<file path="config.mk">
export PLATFORM = sky130hd
export DESIGN_NAME = dispatch_unit
export DESIGN_NICKNAME = d
export VERILOG_FILES = /design/src/ooo_pkg.sv /design/src/dispatch_unit.sv
export SDC_FILE = /design/constraint.sdc
export NUM_CORES = 1
export LEC_CHECK = 0
export BUFFER_PORTS_ARGS = -buffer_cell sky130_fd_sc_hd__buf_4
export CAP_MARGIN = 20
export CORE_AREA = 2 2 148 150
export CTS_CLUSTER_SIZE = 30
export DETAILED_ROUTE_END_ITERATION = 16
export DIE_AREA = 0 0 150 152
export PLACE_DENSITY = 0.53
export REMOVE_ABC_BUFFERS = 1
export SLEW_MARGIN = 15
export SYNTH_ARGS = -nofsm -noshare
export SYNTH_HDL_FRONTEND = slang
export SYNTH_SLANG_ARGS = --single-unit
export TNS_END_PERCENT = 50
</file>
<file path="constraint.sdc">
create_clock -name clk -period 7.47 [get_ports clk]
set_input_delay 0.3735 -clock clk [delete_from_list [all_inputs] [get_ports clk]]
set_output_delay 0.3735 -clock clk [all_outputs]
set_load 0.02 [all_outputs]
</file>
<file path="src/ooo_pkg.sv">
package ooo_pkg;

	// ==========================================================================
	// core sizes
	// ==========================================================================

	localparam int word_w = 32;
	localparam int num_regs = 16;
	localparam int rob_entries = 8;

	typedef logic [3:0] reg_idx_t;
	typedef logic [2:0] tag_t;

	// free-entry count of the reorder buffer, one bit wider than a tag
	// so that a completely empty buffer can be reported
	typedef logic [$clog2(rob_entries):0] rob_cnt_t;

	// latencies are 1, 1, 2 and 4 cycles in this order
	typedef enum logic [1:0] {OP_ADD, OP_XOR, OP_SHL, OP_MUL} op_e;

	// ==========================================================================
	// transfer records between the blocks
	// ==========================================================================

	// one instruction slot of an incoming bundle
	typedef struct packed {
		logic valid;
		op_e op;
		reg_idx_t rd;
		reg_idx_t rs;
		logic [15:0] imm;
	} inst_t;

	// an instruction on its way from dispatch into a lane queue
	typedef struct packed {
		logic valid;
		op_e op;
		tag_t tag;
		logic [word_w-1:0] operand;
		logic [word_w-1:0] imm;
	} issue_t;

	typedef struct packed {
		logic valid;
		tag_t tag;
		logic [word_w-1:0] value;
	} result_t;

	typedef struct packed {
		logic valid;
		tag_t tag;
		reg_idx_t rd;
		logic [word_w-1:0] value;
	} commit_t;

	typedef struct packed {
		logic valid;
		tag_t tag;
		reg_idx_t rd;
	} alloc_t;

endpackage

</file>
<file path="src/dispatch_unit.sv">
`timescale 1ns/1ps

module dispatch_unit #(
	parameter int NUM_LANES = 3,
	parameter int LANE_DEPTH = 2
) (
	input logic clk,
	input logic rst,
	input logic flush,
	input ooo_pkg::inst_t [1:0] in_slot,
	input logic [ooo_pkg::num_regs-1:0] reg_ready,
	input logic [1:0][ooo_pkg::word_w-1:0] rd_value,
	input ooo_pkg::tag_t [1:0] next_tag,
	input ooo_pkg::rob_cnt_t rob_free,
	input logic [NUM_LANES-1:0] credit_return,
	output logic in_ready,
	output ooo_pkg::reg_idx_t [1:0] rd_addr,
	output ooo_pkg::issue_t [NUM_LANES-1:0] issue,
	output ooo_pkg::alloc_t [1:0] alloc
);

	localparam int CRED_W = $clog2(LANE_DEPTH + 1);

	logic [CRED_W-1:0] credit [NUM_LANES];
	logic [NUM_LANES-1:0] grant0;
	logic [NUM_LANES-1:0] grant1;
	logic slot0_v;
	logic slot1_v;
	logic src_ok0;
	logic src_ok1;
	logic hazard;
	logic lane_ok;
	logic take;
	logic live;
	ooo_pkg::rob_cnt_t need;

	// build the lane record, the immediate is sign-extended here
	function automatic ooo_pkg::issue_t make_issue(ooo_pkg::inst_t s, ooo_pkg::tag_t t,
			logic [ooo_pkg::word_w-1:0] operand);
		ooo_pkg::issue_t i;
		i.valid = 1'b1;
		i.op = s.op;
		i.tag = t;
		i.operand = operand;
		i.imm = {{(ooo_pkg::word_w - 16){s.imm[15]}}, s.imm};
		return i;
	endfunction

	// ==========================================================================
	// acceptance condition
	// ==========================================================================

	// slot 1 only counts when slot 0 is present
	assign slot0_v = in_slot[0].valid;
	assign slot1_v = in_slot[0].valid && in_slot[1].valid;

	// both sources are read from the register file with commit bypass
	assign rd_addr[0] = in_slot[0].rs;
	assign rd_addr[1] = in_slot[1].rs;

	// slot 1 cannot see slot 0's result, so that pair is refused as a whole
	assign hazard = slot1_v && in_slot[0].rd != '0 && in_slot[1].rs == in_slot[0].rd;
	assign src_ok0 = reg_ready[in_slot[0].rs];
	assign src_ok1 = !slot1_v || (reg_ready[in_slot[1].rs] && !hazard);
	assign need = ooo_pkg::rob_cnt_t'(slot0_v) + ooo_pkg::rob_cnt_t'(slot1_v);

	// first lane with a credit takes slot 0, the next one takes slot 1
	always_comb begin
		grant0 = '0;
		grant1 = '0;
		for (int l = 0; l < NUM_LANES; l++) begin
			if (credit[l] != '0) begin
				if (grant0 == '0)
					grant0[l] = 1'b1;
				else if (grant1 == '0)
					grant1[l] = 1'b1;
			end
		end
	end

	assign lane_ok = grant0 != '0 && (!slot1_v || grant1 != '0);
	assign in_ready = live && !flush
		&& (!slot0_v || (src_ok0 && src_ok1 && rob_free >= need && lane_ok));
	assign take = in_ready && slot0_v;

	// ==========================================================================
	// issue and allocation
	// ==========================================================================

	always_comb begin
		for (int l = 0; l < NUM_LANES; l++) begin
			issue[l] = '0;
			if (take && grant0[l])
				issue[l] = make_issue(in_slot[0], next_tag[0], rd_value[0]);
			else if (take && slot1_v && grant1[l])
				issue[l] = make_issue(in_slot[1], next_tag[1], rd_value[1]);
		end
	end

	// every accepted slot takes a reorder-buffer entry, even with rd zero
	always_comb begin
		alloc[0].valid = take;
		alloc[0].tag = next_tag[0];
		alloc[0].rd = in_slot[0].rd;
		alloc[1].valid = take && slot1_v;
		alloc[1].tag = next_tag[1];
		alloc[1].rd = in_slot[1].rd;
	end

	// holds in_ready low until the first cycle after reset
	always_ff @(posedge clk) begin
		if (rst)
			live <= 1'b0;
		else
			live <= 1'b1;
	end

	// a flush empties every lane, so all credits come back at once
	always_ff @(posedge clk) begin
		for (int l = 0; l < NUM_LANES; l++) begin
			if (rst || flush)
				credit[l] <= CRED_W'(LANE_DEPTH);
			else
				credit[l] <= credit[l] - CRED_W'(issue[l].valid) + CRED_W'(credit_return[l]);
		end
	end

	for (genvar l = 0; l < NUM_LANES; l++) begin : g_credit_chk
		// an issue at zero credit would wrap the counter above the lane depth,
		// and so would a credit that the lane returns without holding an entry
		a_issue_credit: assert property (@(posedge clk) disable iff (rst)
			credit[l] <= CRED_W'(LANE_DEPTH));
	end

endmodule

</file>
# Word-level counts from Yosys, hierarchy flattened
# Memory sizes are Yosys's and may differ from the RTL's.
# Index checks and enable logic that the tools add are counted.
dict set report totals {
  ram_bits 6
  wordCells 75
  ff_bits 1
  rom_bits 0
  latchBits 0
  mem_count 1
  out_inout_bits 235
}
dict set report classes {
  add_sub_neg 7
  shifts 0
  mul 0
  magnitude_cmp 3
  div_mod_pow 0
  bitwise_logic 3
  n_reduce_logical 33
  n_mux 26
  eq_ne 1
}
# name depth word_bits rd rd_ports_with_merged_regs write_ports line
set memory_table {}
lappend memory_table {credit 3 2 3 0 3 dispatch_unit.sv:24} ;# logic [CRED_W-1:0] credit [NUM_LANES];
# cell n
set ops {}
lappend ops {{two-way mux 70 bit} 5}
lappend ops {{logical AND 1 bit} 17}
lappend ops {{two-way mux 1 bit} 16}
lappend ops {{less-than comparator 4 x 5 -> 1 bit, second input constant} 2}
lappend ops {{binary-select mux 1 bit (select 4 bit)} 2}
lappend ops {{adder 2 x 1 -> 2 bit} 3}
lappend ops {{two-way mux 2 bit} 3}
lappend ops {{nonzero test 2 bit} 3}
lappend ops {{nonzero test 3 bit} 2}
lappend ops {{subtractor 2 x 1 -> 2 bit} 3}
lappend ops {{== test 4 bit} 1}
lappend ops {{greater-or-equal comparator 4 x 2 -> 1 bit} 1}
lappend ops {{logical NOT 1 bit} 4}
lappend ops {{logical NOT 2 bit} 2}
lappend ops {{logical OR 1 bit} 4}
lappend ops {{nonzero test 4 bit} 1}
lappend ops {{OR 1 bit} 3}
lappend ops {{adder 1 x 1 -> 2 bit} 1}

# Depth between registers and ports, before layout
# Gate-level depths: netlist of run 1.
# An unclocked memory read counts as a cell.
dict set report depth {
  word_depth 23
  mapped_depth 18
  depth_no_buf 14
}

# Worst setup path after synthesis of run 1
# OpenSTA, ideal clock, no wires.
dict set report synth_timing {
  path_kind {input-to-output}
  from {in in_slot[26] (netlist bit)}
  to {out issue[100] (netlist bit)}
  slack_ns 3.351
  path_buffers 5
  t_arrival_ns 3.746
  required_ns 7.096
  stages 13
  path_cell_list {inv_1 > clkbuf_1 > clkbuf_1 > nor2_1 > ha_1 > nand2b_1 > a2111oi_0 > a21oi_1 > nand4_2 > buf_8 > buf_6 > nor3_1 > buf_4}
}
# element line
set synth_rtl {}
lappend synth_rtl {{from (decl)} dispatch_unit.sv:10} ;# input ooo_pkg::inst_t [1:0] in_slot,
lappend synth_rtl {{to (decl)} dispatch_unit.sv:18} ;# output ooo_pkg::issue_t [NUM_LANES-1:0] issue,

==> results of run 1 <==
[logic make-up after synthesis]
family / synth area share (%)
mux: 4.935
xor+xnor: 2.046
flops: 3.636
fa+ha+maj: 3.571
compound gates: 23.54
simple gates: 36.62
buf+inv: 25.65
[sequential cells by signal, indices dropped and copies added, names as in the netlist]
register  cells
live          1
credit        6
[stage by stage]
stage	cells	power (mW)	setup WS, ns	util, %
CTS	1035	0.3917	3.167	29.42
finish	1037	0.3883	3.226	29.45
floorplan	365	0.1490	-8.127	-
detailed placement	1031	0.2970	3.061	29.06
global route	1037	0.4127	2.920	29.45
global placement	1030	0.2963	3.148	29.02
[worst max-delay path, stage by stage, from the launching register on]
cell and delay [ns]:
sky130_fd_sc_hd__dfxtp_1 0.33, sky130_fd_sc_hd__nor2_4 0.53, sky130_fd_sc_hd__ha_1 0.28, sky130_fd_sc_hd__nand2_1 0.10, sky130_fd_sc_hd__nor2_4 0.67, sky130_fd_sc_hd__buf_4 0.48, sky130_fd_sc_hd__a22oi_1 0.14, sky130_fd_sc_hd__nor2_1 0.80
sky130_fd_sc_hd__buf_4 0.29
[worst max-delay path by stage]
stage,from,endpoint,slack (ns),cells after the start
after floorplan,credit[0][0],issue[100],-8.13,6
after global placement,in_slot[26],credit[0][1],3.15,16
after detailed placement,in_slot[26],credit[0][1],3.06,16
after CTS,credit[0][1],issue[156],3.17,8
after global routing,credit[0][1],issue[160],2.92,8
final,credit[0][1],issue[156],3.23,8
[layout make-up]
cell class | instances | area [um^2] | share of cell area (%)
clock buffers | 4 | 78.83 | 1.254
inverters | 11 | 43.79 | 0.6965
repair buffers | 386 | 2898 | 46.09
flip-flops and latches | 7 | 140.1 | 2.229
diodes | 2 | 5.005 | 0.07960
multi-input cells | 347 | 2771 | 44.08
well taps | 280 | 350.3 | 5.572
[power groups by stage]
stage	clock network [mW]	logic (mW)	registers (mW)
after floorplan	0	0.108	0.0406
after global placement	0	0.255	0.0412
after detailed placement	0	0.256	0.0413
after CTS	0.0944	0.257	0.0407
after global routing	0.0966	0.275	0.0409
final	0.0928	0.255	0.0407
[cell usage after synthesis (5+ instances only)]
master | count | area share [%]
sky130_fd_sc_hd__buf_6 | 13 | 3.8
sky130_fd_sc_hd__a22oi_1 | 106 | 21
sky130_fd_sc_hd__nor4b_2 | 49 | 19
sky130_fd_sc_hd__nor3_1 | 56 | 7.3
sky130_fd_sc_hd__nor2_1 | 63 | 6.1
sky130_fd_sc_hd__mux4_2 | 6 | 3.5
sky130_fd_sc_hd__nand2_1 | 9 | 0.88
sky130_fd_sc_hd__nor4b_1 | 5 | 1.1
sky130_fd_sc_hd__buf_4 | 71 | 14
sky130_fd_sc_hd__a21oi_1 | 5 | 0.65
sky130_fd_sc_hd__dfxtp_1 | 7 | 3.6
sky130_fd_sc_hd__xor2_1 | 6 | 1.4
sky130_fd_sc_hd__buf_12 | 5 | 2.6
sky130_fd_sc_hd__clkbuf_1 | 37 | 3.6
sky130_fd_sc_hd__inv_1 | 11 | 1.1
sky130_fd_sc_hd__ha_1 | 11 | 3.6
[layer usage]
metal | vias up | track usage, %
li1 | 2322 | -
met1 | 2345 | 19.15
met2 | 241 | 26.35
met3 | 19 | 2.402
met4 | 2 | 3.100
met5 | - | 0
==> metrics.md, run 1 <==
| Metric | Value |
|---|---|
| Skew-Pair Late Insertion Delay | `0.23 ns` |
| Routed length on met3 | `1.414 mm` |
| Number of nets in the layout | `917` |
| WL/cell | `18.25 um` |
| Clock slew at reported path FFs | `0.04 ns` |
| Number of buffers inserted during clock tree synthesis | `3` |
| Synth async-reset ratio | `0%` |
| Bufs on Longest Clock Path | `2` |
| CP arrival | `3.87 ns` |
| Number of synthesized register bits | `7` |
| Unique cell type count in the Yosys netlist | `36` |
| Unrepaired setup endpoints after global routing | `no` |
| RePlAce Congestion | `0.8839` |
| Main flop type after synthesis | `sky130_fd_sc_hd__dfxtp_1` |
| Total overflow reported by the global router | `0` |
| Hold path startpoint | `rst` |
| Internal power | `224.4 uW` |
| Static leakage | `2.719 nW` |
| Reg2Reg Depth | `13` |
| Highest metal layer used by the detailed router | `met5` |
| Worst-case headroom to the max-slew limit | `30.14%` |
| HPWL reported at the end of detailed placement | `14.62 mm` |
| TritonCTS clock tree | `done` |
| Height of the chip | `152 um` |
| Maximum clock frequency | `235.6 MHz` |
| Reported max-cap violation count | `0` |
| Top-level I/O count | `385` |
| Mean instance size in the synthesized netlist | `7.785 um^2` |
| Num Clock Sinks | `7` |
| Comb pwr share | `65.6%` |
| Yosys warns | `0` |
| Initial antenna violation count | `3` |
| Met1 wire length | `7.754 mm` |
| Number of placement rows | `54` |
| Post-route cell area | `6287 um^2` |
| Final setup viols | `0` |
| H-tree Lvls | `1` |
| Core area | `21350 um^2` |
| Status | `finished clean` |
| Vias | `4929` |
| First drt pass iteration count | `5` |
| Power share of the clock group | `23.9%` |
| Pwr/cell area | `61.76 nW/um^2` |
| Number of instances in the synthesized netlist | `495` |
| Maximum number of pins on one net before global-route repair | `69` |
| Share of post-route cells with drive strength above 1 | `61.06%` |
| Seq pwr share | `10.5%` |
| Kind of launch point of the worst setup path | `flip-flop` |
| Max FO, Critical Path | `30` |
| Input/output buffers | `376` |
| Most frequent cells in the layout | `sky130_fd_sc_hd__buf_4 (386), sky130_fd_sc_hd__a22oi_1 (106), sky130_fd_sc_hd__nor2_1 (59)` |
| Fillcell total | `2378` |
| Initial cell density of the core | `18.05%` |
| Root buffer cell | `sky130_fd_sc_hd__clkbuf_16` |
| Net switching component of the power | `163.9 uW` |
| Final worst hold slack | `0.2948 ns` |
| Worst setup path category | `flip-flop to output pin` |
| Count of flip-flops with a built-in enable after synthesis | `0` |
| Drt first-iter violations | `296` |
| Accumulated negative setup slack | `0 ns` |
| Final clock period utilization by the worst path | `56.81%` |
| Post-synth design cell area | `3854 um^2` |
| Post-cts repair resize count | `0` |
| Transition time at the pin with the least slew margin | `1.044 ns` |
| Largest voltage drop on the vdd net | `0.1251 mV` |
| Terminus of the critical flop-to-flop path | `credit[0][1]` |
| Hold Fails Final Rpt | `0` |
| Clk_skew | `0.0007403 ns` |
| Final Critical Period | `4.244 ns` |
| Via count of the first global-routing pass | `4730` |
| Wire length of the first global-routing pass | `27.44 mm` |
| Residual DRC count | `0` |
| Most frequent standard cell in the layout excluding fill and tap cells | `sky130_fd_sc_hd__buf_4` |
| Hold endpoint | `live` |
| Sequential fraction of the synthesis area | `3.636%` |
| Beginning of the worst register-to-register path | `credit[0][1]` |
| Vias per cell | `4.753` |
| Pins Over Slew Limit | `0` |
| Worst Hold Depth | `2` |
| Met2 WL post-DR | `9.516 mm` |
| Worst reg-to-reg setup slack | `3.46 ns` |
| Net Sw Frac | `42.22%` |
| Placed Instance Area | `6203 um^2` |
| Die X-Extent | `150 um` |
| Number of post-CTS setup repair buffers | `0` |
| Element type at the critical path end | `output pin` |
| Kind of path behind the tightest hold check | `input port to flip-flop` |
| Gr usage total | `14.98%` |
| Die area | `22800 um^2` |
| Remaining antenna violation count after routing | `0` |
| Layout overhead on the synthesized area | `63.15%` |
| Required arrival time at the worst endpoint | `7.10 ns` |
| Hold buffer count at cts | `0` |
| Total wirelength of the detailed-routed design | `18.92 mm` |
No activity file was read; power rests on OpenSTA's default activity.
==> run 2: changes to the inputs <==
--- a/config.mk
+++ b/config.mk
@@ -7,11 +7,11 @@
 export LEC_CHECK = 0
 export BUFFER_PORTS_ARGS = -buffer_cell sky130_fd_sc_hd__buf_4
 export CAP_MARGIN = 20
-export CORE_AREA = 2 2 148 150
+export CORE_AREA = 2 2 151 153
 export CTS_CLUSTER_SIZE = 30
 export DETAILED_ROUTE_END_ITERATION = 16
-export DIE_AREA = 0 0 150 152
-export PLACE_DENSITY = 0.53
+export DIE_AREA = 0 0 153 155
+export PLACE_DENSITY = 0.51
 export REMOVE_ABC_BUFFERS = 1
 export SLEW_MARGIN = 15
 export SYNTH_ARGS = -nofsm -noshare
==> constraint.sdc (replaced) <==
create_clock -name clk -period 4.2 [get_ports clk]
set_input_delay 0.21 -clock clk [delete_from_list [all_inputs] [get_ports clk]]
set_output_delay 0.21 -clock clk [all_outputs]
set_load 0.02 [all_outputs]
==> metrics.md, run 2 (synthesized netlist as in run 1, its figures left out) <==
| Metric | Value |
|---|---|
| Status | `finished clean` |
| Net Sw Frac | `41.73% (-0.49 points)` |
| Wire length of the first global-routing pass | `27.37 mm (-0.28%)` |
| Clock slew at reported path FFs | `0.04 ns (about the same)` |
| Number of nets in the layout | `923 (+0.65%)` |
| Hold endpoint | `live` |
| Library cell contributing the largest single delay on the critical path | `sky130_fd_sc_hd__nor2_1` |
| Residual DRC count | `0 (unchanged)` |
| Total wirelength of the detailed-routed design | `18.56 mm (-1.9%)` |
| Pre-CTS worst setup slack | `1.091 ns (-1.970 ns)` |
| Highest metal layer used by the detailed router | `met4` |
| H-tree Lvls | `1 (unchanged)` |
| Num Clock Sinks | `7 (unchanged)` |
| HPWL reported at the end of detailed placement | `14.32 mm (-2.0%)` |
| Beginning of the worst register-to-register path | `credit[1][1]` |
| Final Critical Period | `3.353 ns` |
| Worst setup path category | `flip-flop to output pin` |
| Clk_skew | `0.002879 ns (+0.002139 ns)` |
| Registers with the highest flip-flop counts | `credit: 6 flops, live: 1 flops` |
| Largest voltage drop on the vdd net | `0.1172 mV (-6.4%)` |
| Maximum number of pins on one net before global-route repair | `86 (+25%)` |
| Delay of the slowest cell on the worst path | `0.76 ns (-0.04 ns)` |
| Most frequent cells in the layout | `sky130_fd_sc_hd__buf_4 (390), sky130_fd_sc_hd__a22oi_1 (106), sky130_fd_sc_hd__nor2_1 (59)` |
| Fin cells | `1046 (+0.87%)` |
| Comb pwr share | `66.2% (+0.6 points)` |
| Register with the most flip-flops | `credit` |
| Number of flip-flops in the largest register | `6 (unchanged)` |
| Static leakage | `2.757 nW (+1.4%)` |
| Reg2Reg Depth | `12 (-1)` |
| Top-level I/O count | `385 (unchanged)` |
| Root buffer cell | `sky130_fd_sc_hd__clkbuf_16` |
| Pins Over Slew Limit | `0 (unchanged)` |
| CP arrival | `3.14 ns (-0.73 ns)` |
| Post-route setup slack | `0.8473 ns (-2.379 ns)` |
| Layout overhead on the synthesized area | `64.87%` |
| Required arrival time at the worst endpoint | `3.99 ns (-3.11 ns)` |
| Fillcell total | `2417 (+1.6%)` |
| Die area | `23720 um^2 (+4.0%)` |
| Worst-case headroom to the max-slew limit | `40.17% (+10 points)` |
| Kind of launch point of the worst setup path | `flip-flop` |
| Met1 wire length | `7.801 mm (+0.61%)` |
| Input/output buffers | `376 (unchanged)` |
| Element type at the critical path end | `output pin` |
| Die X-Extent | `153 um (+2.0%)` |
| Vias per cell | `4.620 (-2.8%)` |
| Hold Fails Final Rpt | `0 (unchanged)` |
| WL/cell | `17.74 um (-2.8%)` |
| Unrepaired setup endpoints after global routing | `no` |
| Drt first-iter violations | `449 (+52%)` |
| Internal power | `404.9 uW (+80%)` |
| Final antenna diode count | `0 (-2)` |
| Remaining antenna violation count after routing | `0 (unchanged)` |
| Core area | `22230 um^2 (+4.1%)` |
| Gr usage total | `14.11% (-0.87 points)` |
| Bufs on Longest Clock Path | `2 (unchanged)` |
| Routed length on met3 | `1.222 mm (-14%)` |
| Final worst hold slack | `0.1382 ns (-0.1566 ns)` |
| Skew-Pair Late Insertion Delay | `0.23 ns (about the same)` |
| Hold path startpoint | `rst` |
| First drt pass iteration count | `5 (unchanged)` |
| Power share of the clock group | `23.4% (-0.5 points)` |
| Initial antenna violation count | `0 (-3)` |
| Met2 WL post-DR | `9.156 mm (-3.8%)` |
| Net switching component of the power | `290.0 uW (+77%)` |
| Total overflow reported by the global router | `0 (unchanged)` |
| Final Power | `694.8 uW (+79%)` |
| Critical-path cell list | `or2_2, ha_2, o21bai_1, a21oi_1, nand4_4, buf_12, nor2_1, buf_4` |
| Hold buffer count at cts | `0 (unchanged)` |
| Number of buffers inserted during clock tree synthesis | `3 (unchanged)` |
| Maximum clock frequency | `298.3 MHz` |
| Seq pwr share | `10.4% (about the same)` |
| Via count of the first global-routing pass | `4720 (-0.21%)` |
| Pwr/cell area | `109.4 nW/um^2 (+77%)` |
| Vias | `4833 (-1.9%)` |
| Number of post-CTS setup repair buffers | `0 (unchanged)` |
| Final setup viols | `0 (unchanged)` |
| Kind of path behind the tightest hold check | `input port to flip-flop` |
| Post-cts repair resize count | `0 (unchanged)` |
| Share of post-route cells with drive strength above 1 | `61.24% (+0.18 points)` |
| Initial cell density of the core | `17.34% (-0.71 points)` |
| Post-route cell area | `6354 um^2 (+1.1%)` |
| Terminus of the critical flop-to-flop path | `credit[1][1]` |
| Reported max-cap violation count | `0 (unchanged)` |
| Worst Hold Depth | `2 (unchanged)` |
| Transition time at the pin with the least slew margin | `0.8941 ns (-0.1499 ns)` |
| Final clock period utilization by the worst path | `79.83%` |
| Worst reg-to-reg setup slack | `1.34 ns (-2.12 ns)` |
| Most frequent standard cell in the layout excluding fill and tap cells | `sky130_fd_sc_hd__buf_4` |
| Placed Instance Area | `6275 um^2 (+1.1%)` |
| TritonCTS clock tree | `done` |
| Instance count after placement with tap cells included | `1042 (+1.1%)` |
| RePlAce Congestion | `0.8379 (-5.2%)` |
| Max FO, Critical Path | `85 (+180%)` |
| Number of placement rows | `55 (+1.9%)` |
| Height of the chip | `155 um (+2.0%)` |
run 2: how the worst max path moves through the flow:
stage          cells past startpoint  slack, ns         start         end
2_1_floorplan                      6     -11.23  credit[0][0]  issue[100]
3_3_place_gp                       8       1.23  credit[1][1]  issue[169]
3_5_place_dp                       8       1.09  credit[1][1]  issue[166]
4_1_cts                            8       0.85  credit[1][1]  issue[166]
5_1_grt                            8       0.66  credit[1][1]  issue[161]
6_report                           8       0.85  credit[1][1]  issue[166]
run 2: per-layer routing:
metal	up-vias	track usage [%]
li1	2327	-
met1	2257	18.70
met2	221	24.13
met3	28	2.284
met4	0	3.175
met5	-	0
run 2: layout make-up:
type                            count  area, um^2  share of cell area [%]
Inverter                           11       43.79                  0.6892
Multi-Input combinational cell    347        2766                   43.54
Tap cell                          285       356.6                   5.612
Sequential cell                     7       140.1                   2.206
Clock buffer                        4       78.83                   1.241
Timing Repair Buffer              392        2968                   46.71
run 2: critical path, delay by kind of cell (launching register included):
family,cells,cell delay [ns]
simple gates,3,1.30
flops,1,0.31
buf+inv,2,0.54
compound gates,2,0.43
fa+ha+maj,1,0.25
run 2: through the flow:
stage / TNS [ns] / util, %
floorplan: -1218.42 / -
global placement: 0 / 28.23
detailed placement: 0 / 28.23
CTS: 0 / 28.58
global route: 0 / 28.58
finish: 0 / 28.58
run 2: power groups by stage:
stage,clock [mW],sequential (mW),combinational [mW]
floorplan,0,0.0723,0.193
global route,0.167,0.0726,0.498
CTS,0.165,0.0722,0.464
global placement,0,0.0732,0.463
detailed placement,0,0.0732,0.462
finish,0.163,0.0721,0.460
==> run 3: changes to the inputs <==
==> constraint.sdc (replaced) <==
create_clock -name clk -period 3.3 [get_ports clk]
set_input_delay 0.165 -clock clk [delete_from_list [all_inputs] [get_ports clk]]
set_output_delay 0.165 -clock clk [all_outputs]
set_load 0.02 [all_outputs]
==> metrics.md, run 3 (synthesized netlist as in run 1, its figures left out) <==
| Metric | Value |
|---|---|
| Status | `finished clean` |
| Skew-Pair Late Insertion Delay | `0.23 ns (about the same)` |
| Root buffer cell | `sky130_fd_sc_hd__clkbuf_16` |
| Registers with the highest flip-flop counts | `credit: 6 flops, live: 1 flops` |
| RePlAce Congestion | `0.7919 (-5.5%)` |
| Worst-case headroom to the max-slew limit | `44.23% (+4.1 points)` |
| Net switching component of the power | `366.6 uW (+26%)` |
| Drt first-iter violations | `293 (-35%)` |
| Total overflow reported by the global router | `0 (unchanged)` |
| Total wirelength of the detailed-routed design | `17.94 mm (-3.3%)` |
| Number of nets in the layout | `925 (+0.22%)` |
| Initial cell density of the core | `17.34% (unchanged)` |
| Input/output buffers | `376 (unchanged)` |
| Comb pwr share | `66.2% (about the same)` |
| Most frequent standard cell in the layout excluding fill and tap cells | `sky130_fd_sc_hd__buf_4` |
| Post-route setup slack | `0.3494 ns (-0.4978 ns)` |
| Height of the chip | `155 um (unchanged)` |
| Final Critical Period | `2.951 ns` |
| Remaining antenna violation count after routing | `0 (unchanged)` |
| CP arrival | `2.79 ns (-0.35 ns)` |
| Hold Fails Final Rpt | `0 (unchanged)` |
| Layout overhead on the synthesized area | `65.58%` |
| Number of buffers inserted during clock tree synthesis | `3 (unchanged)` |
| Final setup viols | `0 (unchanged)` |
| HPWL reported at the end of detailed placement | `13.69 mm (-4.4%)` |
| Bufs on Longest Clock Path | `2 (unchanged)` |
| Initial antenna violation count | `0 (unchanged)` |
| Reported max-cap violation count | `0 (unchanged)` |
| Pins Over Slew Limit | `0 (unchanged)` |
| Post-cts repair resize count | `0 (unchanged)` |
| Worst setup path category | `flip-flop to output pin` |
| Vias | `4900 (+1.4%)` |
| Required arrival time at the worst endpoint | `3.13 ns (-0.86 ns)` |
| Maximum clock frequency | `338.9 MHz` |
| Top-level I/O count | `385 (unchanged)` |
| Residual DRC count | `0 (unchanged)` |
| Pre-CTS worst setup slack | `0.4828 ns (-0.6080 ns)` |
| Hold buffer count at cts | `0 (unchanged)` |
| Register with the most flip-flops | `credit` |
| Crit path max-delay family | `simple AND/OR/NAND/NOR gates` |
| Library cell contributing the largest single delay on the critical path | `sky130_fd_sc_hd__or2_2` |
| Vias per cell | `4.676 (+1.2%)` |
| Core area | `22230 um^2 (unchanged)` |
| Maximum number of pins on one net before global-route repair | `86 (unchanged)` |
| Static leakage | `2.776 nW (+0.68%)` |
| H-tree Lvls | `1 (unchanged)` |
| Seq pwr share | `10.4% (about the same)` |
| Internal power | `515.3 uW (+27%)` |
| Share of post-route cells with drive strength above 1 | `61.34% (+0.10 points)` |
| Kind of path behind the tightest hold check | `input port to flip-flop` |
| Die X-Extent | `153 um (unchanged)` |
| Buffering stage count on the worst path with inverters included | `3 (+1)` |
| Gr usage total | `13.42% (-0.69 points)` |
| Number of placement rows | `55 (unchanged)` |
| TritonCTS clock tree | `done` |
| Number of post-CTS setup repair buffers | `0 (unchanged)` |
| First drt pass iteration count | `6 (+1)` |
| Most common cell type on the critical path | `sky130_fd_sc_hd__buf_4` |
| Num Clock Sinks | `7 (unchanged)` |
| Unrepaired setup endpoints after global routing | `no` |
| Pwr/cell area | `138.2 nW/um^2 (+26%)` |
| Via count of the first global-routing pass | `4740 (+0.42%)` |
| Largest voltage drop on the vdd net | `0.1886 mV (+61%)` |
| Element type at the critical path end | `output pin` |
| Net Sw Frac | `41.57% (-0.16 points)` |
| Power share of the clock group | `23.4% (about the same)` |
| Final clock period utilization by the worst path | `89.41%` |
| Critical-path cell list | `or2_2, ha_2, o21bai_1, a21oi_1, nand4_4, buf_12, nor4b_2, buf_4, buf_4` |
| Final antenna diode count | `0 (unchanged)` |
| Kind of launch point of the worst setup path | `flip-flop` |
| WL/cell | `17.12 um (-3.5%)` |
| Transition time at the pin with the least slew margin | `0.8365 ns (-0.05760 ns)` |
| Delay of the slowest cell on the worst path | `0.32 ns (-0.44 ns)` |
| Clock slew at reported path FFs | `0.04 ns (about the same)` |
| Final Power | `881.9 uW (+27%)` |
| Clk_skew | `0.001149 ns (-0.001730 ns)` |
| Number of flip-flops in the largest register | `6 (unchanged)` |
| Die area | `23720 um^2 (unchanged)` |
| Wire length of the first global-routing pass | `26.61 mm (-2.7%)` |
| Most frequent cells in the layout | `sky130_fd_sc_hd__buf_4 (391), sky130_fd_sc_hd__a22oi_1 (106), sky130_fd_sc_hd__nor2_1 (59)` |
| Max FO, Critical Path | `85 (unchanged)` |
-- run 3: worst register-to-register path, cell delays in order (launching register included) --
cell	delay, ns
sky130_fd_sc_hd__dfxtp_1	0.31
sky130_fd_sc_hd__or2_2	0.32
sky130_fd_sc_hd__ha_2	0.25
sky130_fd_sc_hd__o21bai_1	0.16
sky130_fd_sc_hd__a21oi_1	0.26
sky130_fd_sc_hd__nand4_4	0.21
sky130_fd_sc_hd__nor3_1	0.33
sky130_fd_sc_hd__ha_1	0.29
sky130_fd_sc_hd__inv_1	0.06
sky130_fd_sc_hd__ha_1	0.15
sky130_fd_sc_hd__xor2_1	0.18
sky130_fd_sc_hd__xnor2_1	0.13
sky130_fd_sc_hd__nand2_1	0.06
-- run 3: final timing paths --
check,from,to,depth (start not counted),slack (ns)
hold reg to reg,credit[1][1],credit[1][1],2,0.49
hold / removal,rst,live,2,0.09
setup reg to reg,credit[1][1],credit[1][1],12,0.45
setup / recovery,credit[1][1],issue[25],9,0.35
-- run 3: layout make-up --
| class | count | area, um^2 |
|---|---|---|
| clock buffers | 4 | 78.83 |
| fillers | 2469 | 15850 |
| inverters | 11 | 43.79 |
| multi-input cells | 347 | 2766 |
| flip-flops and latches | 7 | 140.1 |
| well taps | 285 | 356.6 |
| repair buffers | 394 | 2995 |
-- run 3: power by group through the flow --
| stage | clock network, mW | registers, mW | logic, mW |
|---|---|---|---|
| final | 0.206 | 0.0919 | 0.584 |
| after global routing | 0.216 | 0.0922 | 0.631 |
| after CTS | 0.209 | 0.0919 | 0.587 |
| after detailed placement | 0 | 0.0932 | 0.585 |
| after global placement | 0 | 0.0930 | 0.587 |
| after floorplan | 0 | 0.0920 | 0.245 |
-- run 3: per-layer routing --
metal | GRT usage, % | part of all wire (%) | up-vias
met2 | 23.68 | 51 | 219
met3 | 2.284 | 6.7 | 20
li1 | - | - | 2331
met5 | 0 | 0 | -
met4 | 2.381 | 1.6 | 0
met1 | 17.39 | 41 | 2330
-- run 3: through the flow --
stage	cells	area [um^2]	setup TNS, ns	utilization (%)	hold WS [ns]
floorplan	365	2907	-1405.94	-	0.2215
global placement	1044	6302	0	28.35	0.3297
detailed placement	1044	6302	0	28.35	0.3301
CTS	1048	6381	0	28.71	0.09105
global route	1048	6381	0	28.71	0.1028
finish	1048	6381	0	28.71	0.09152
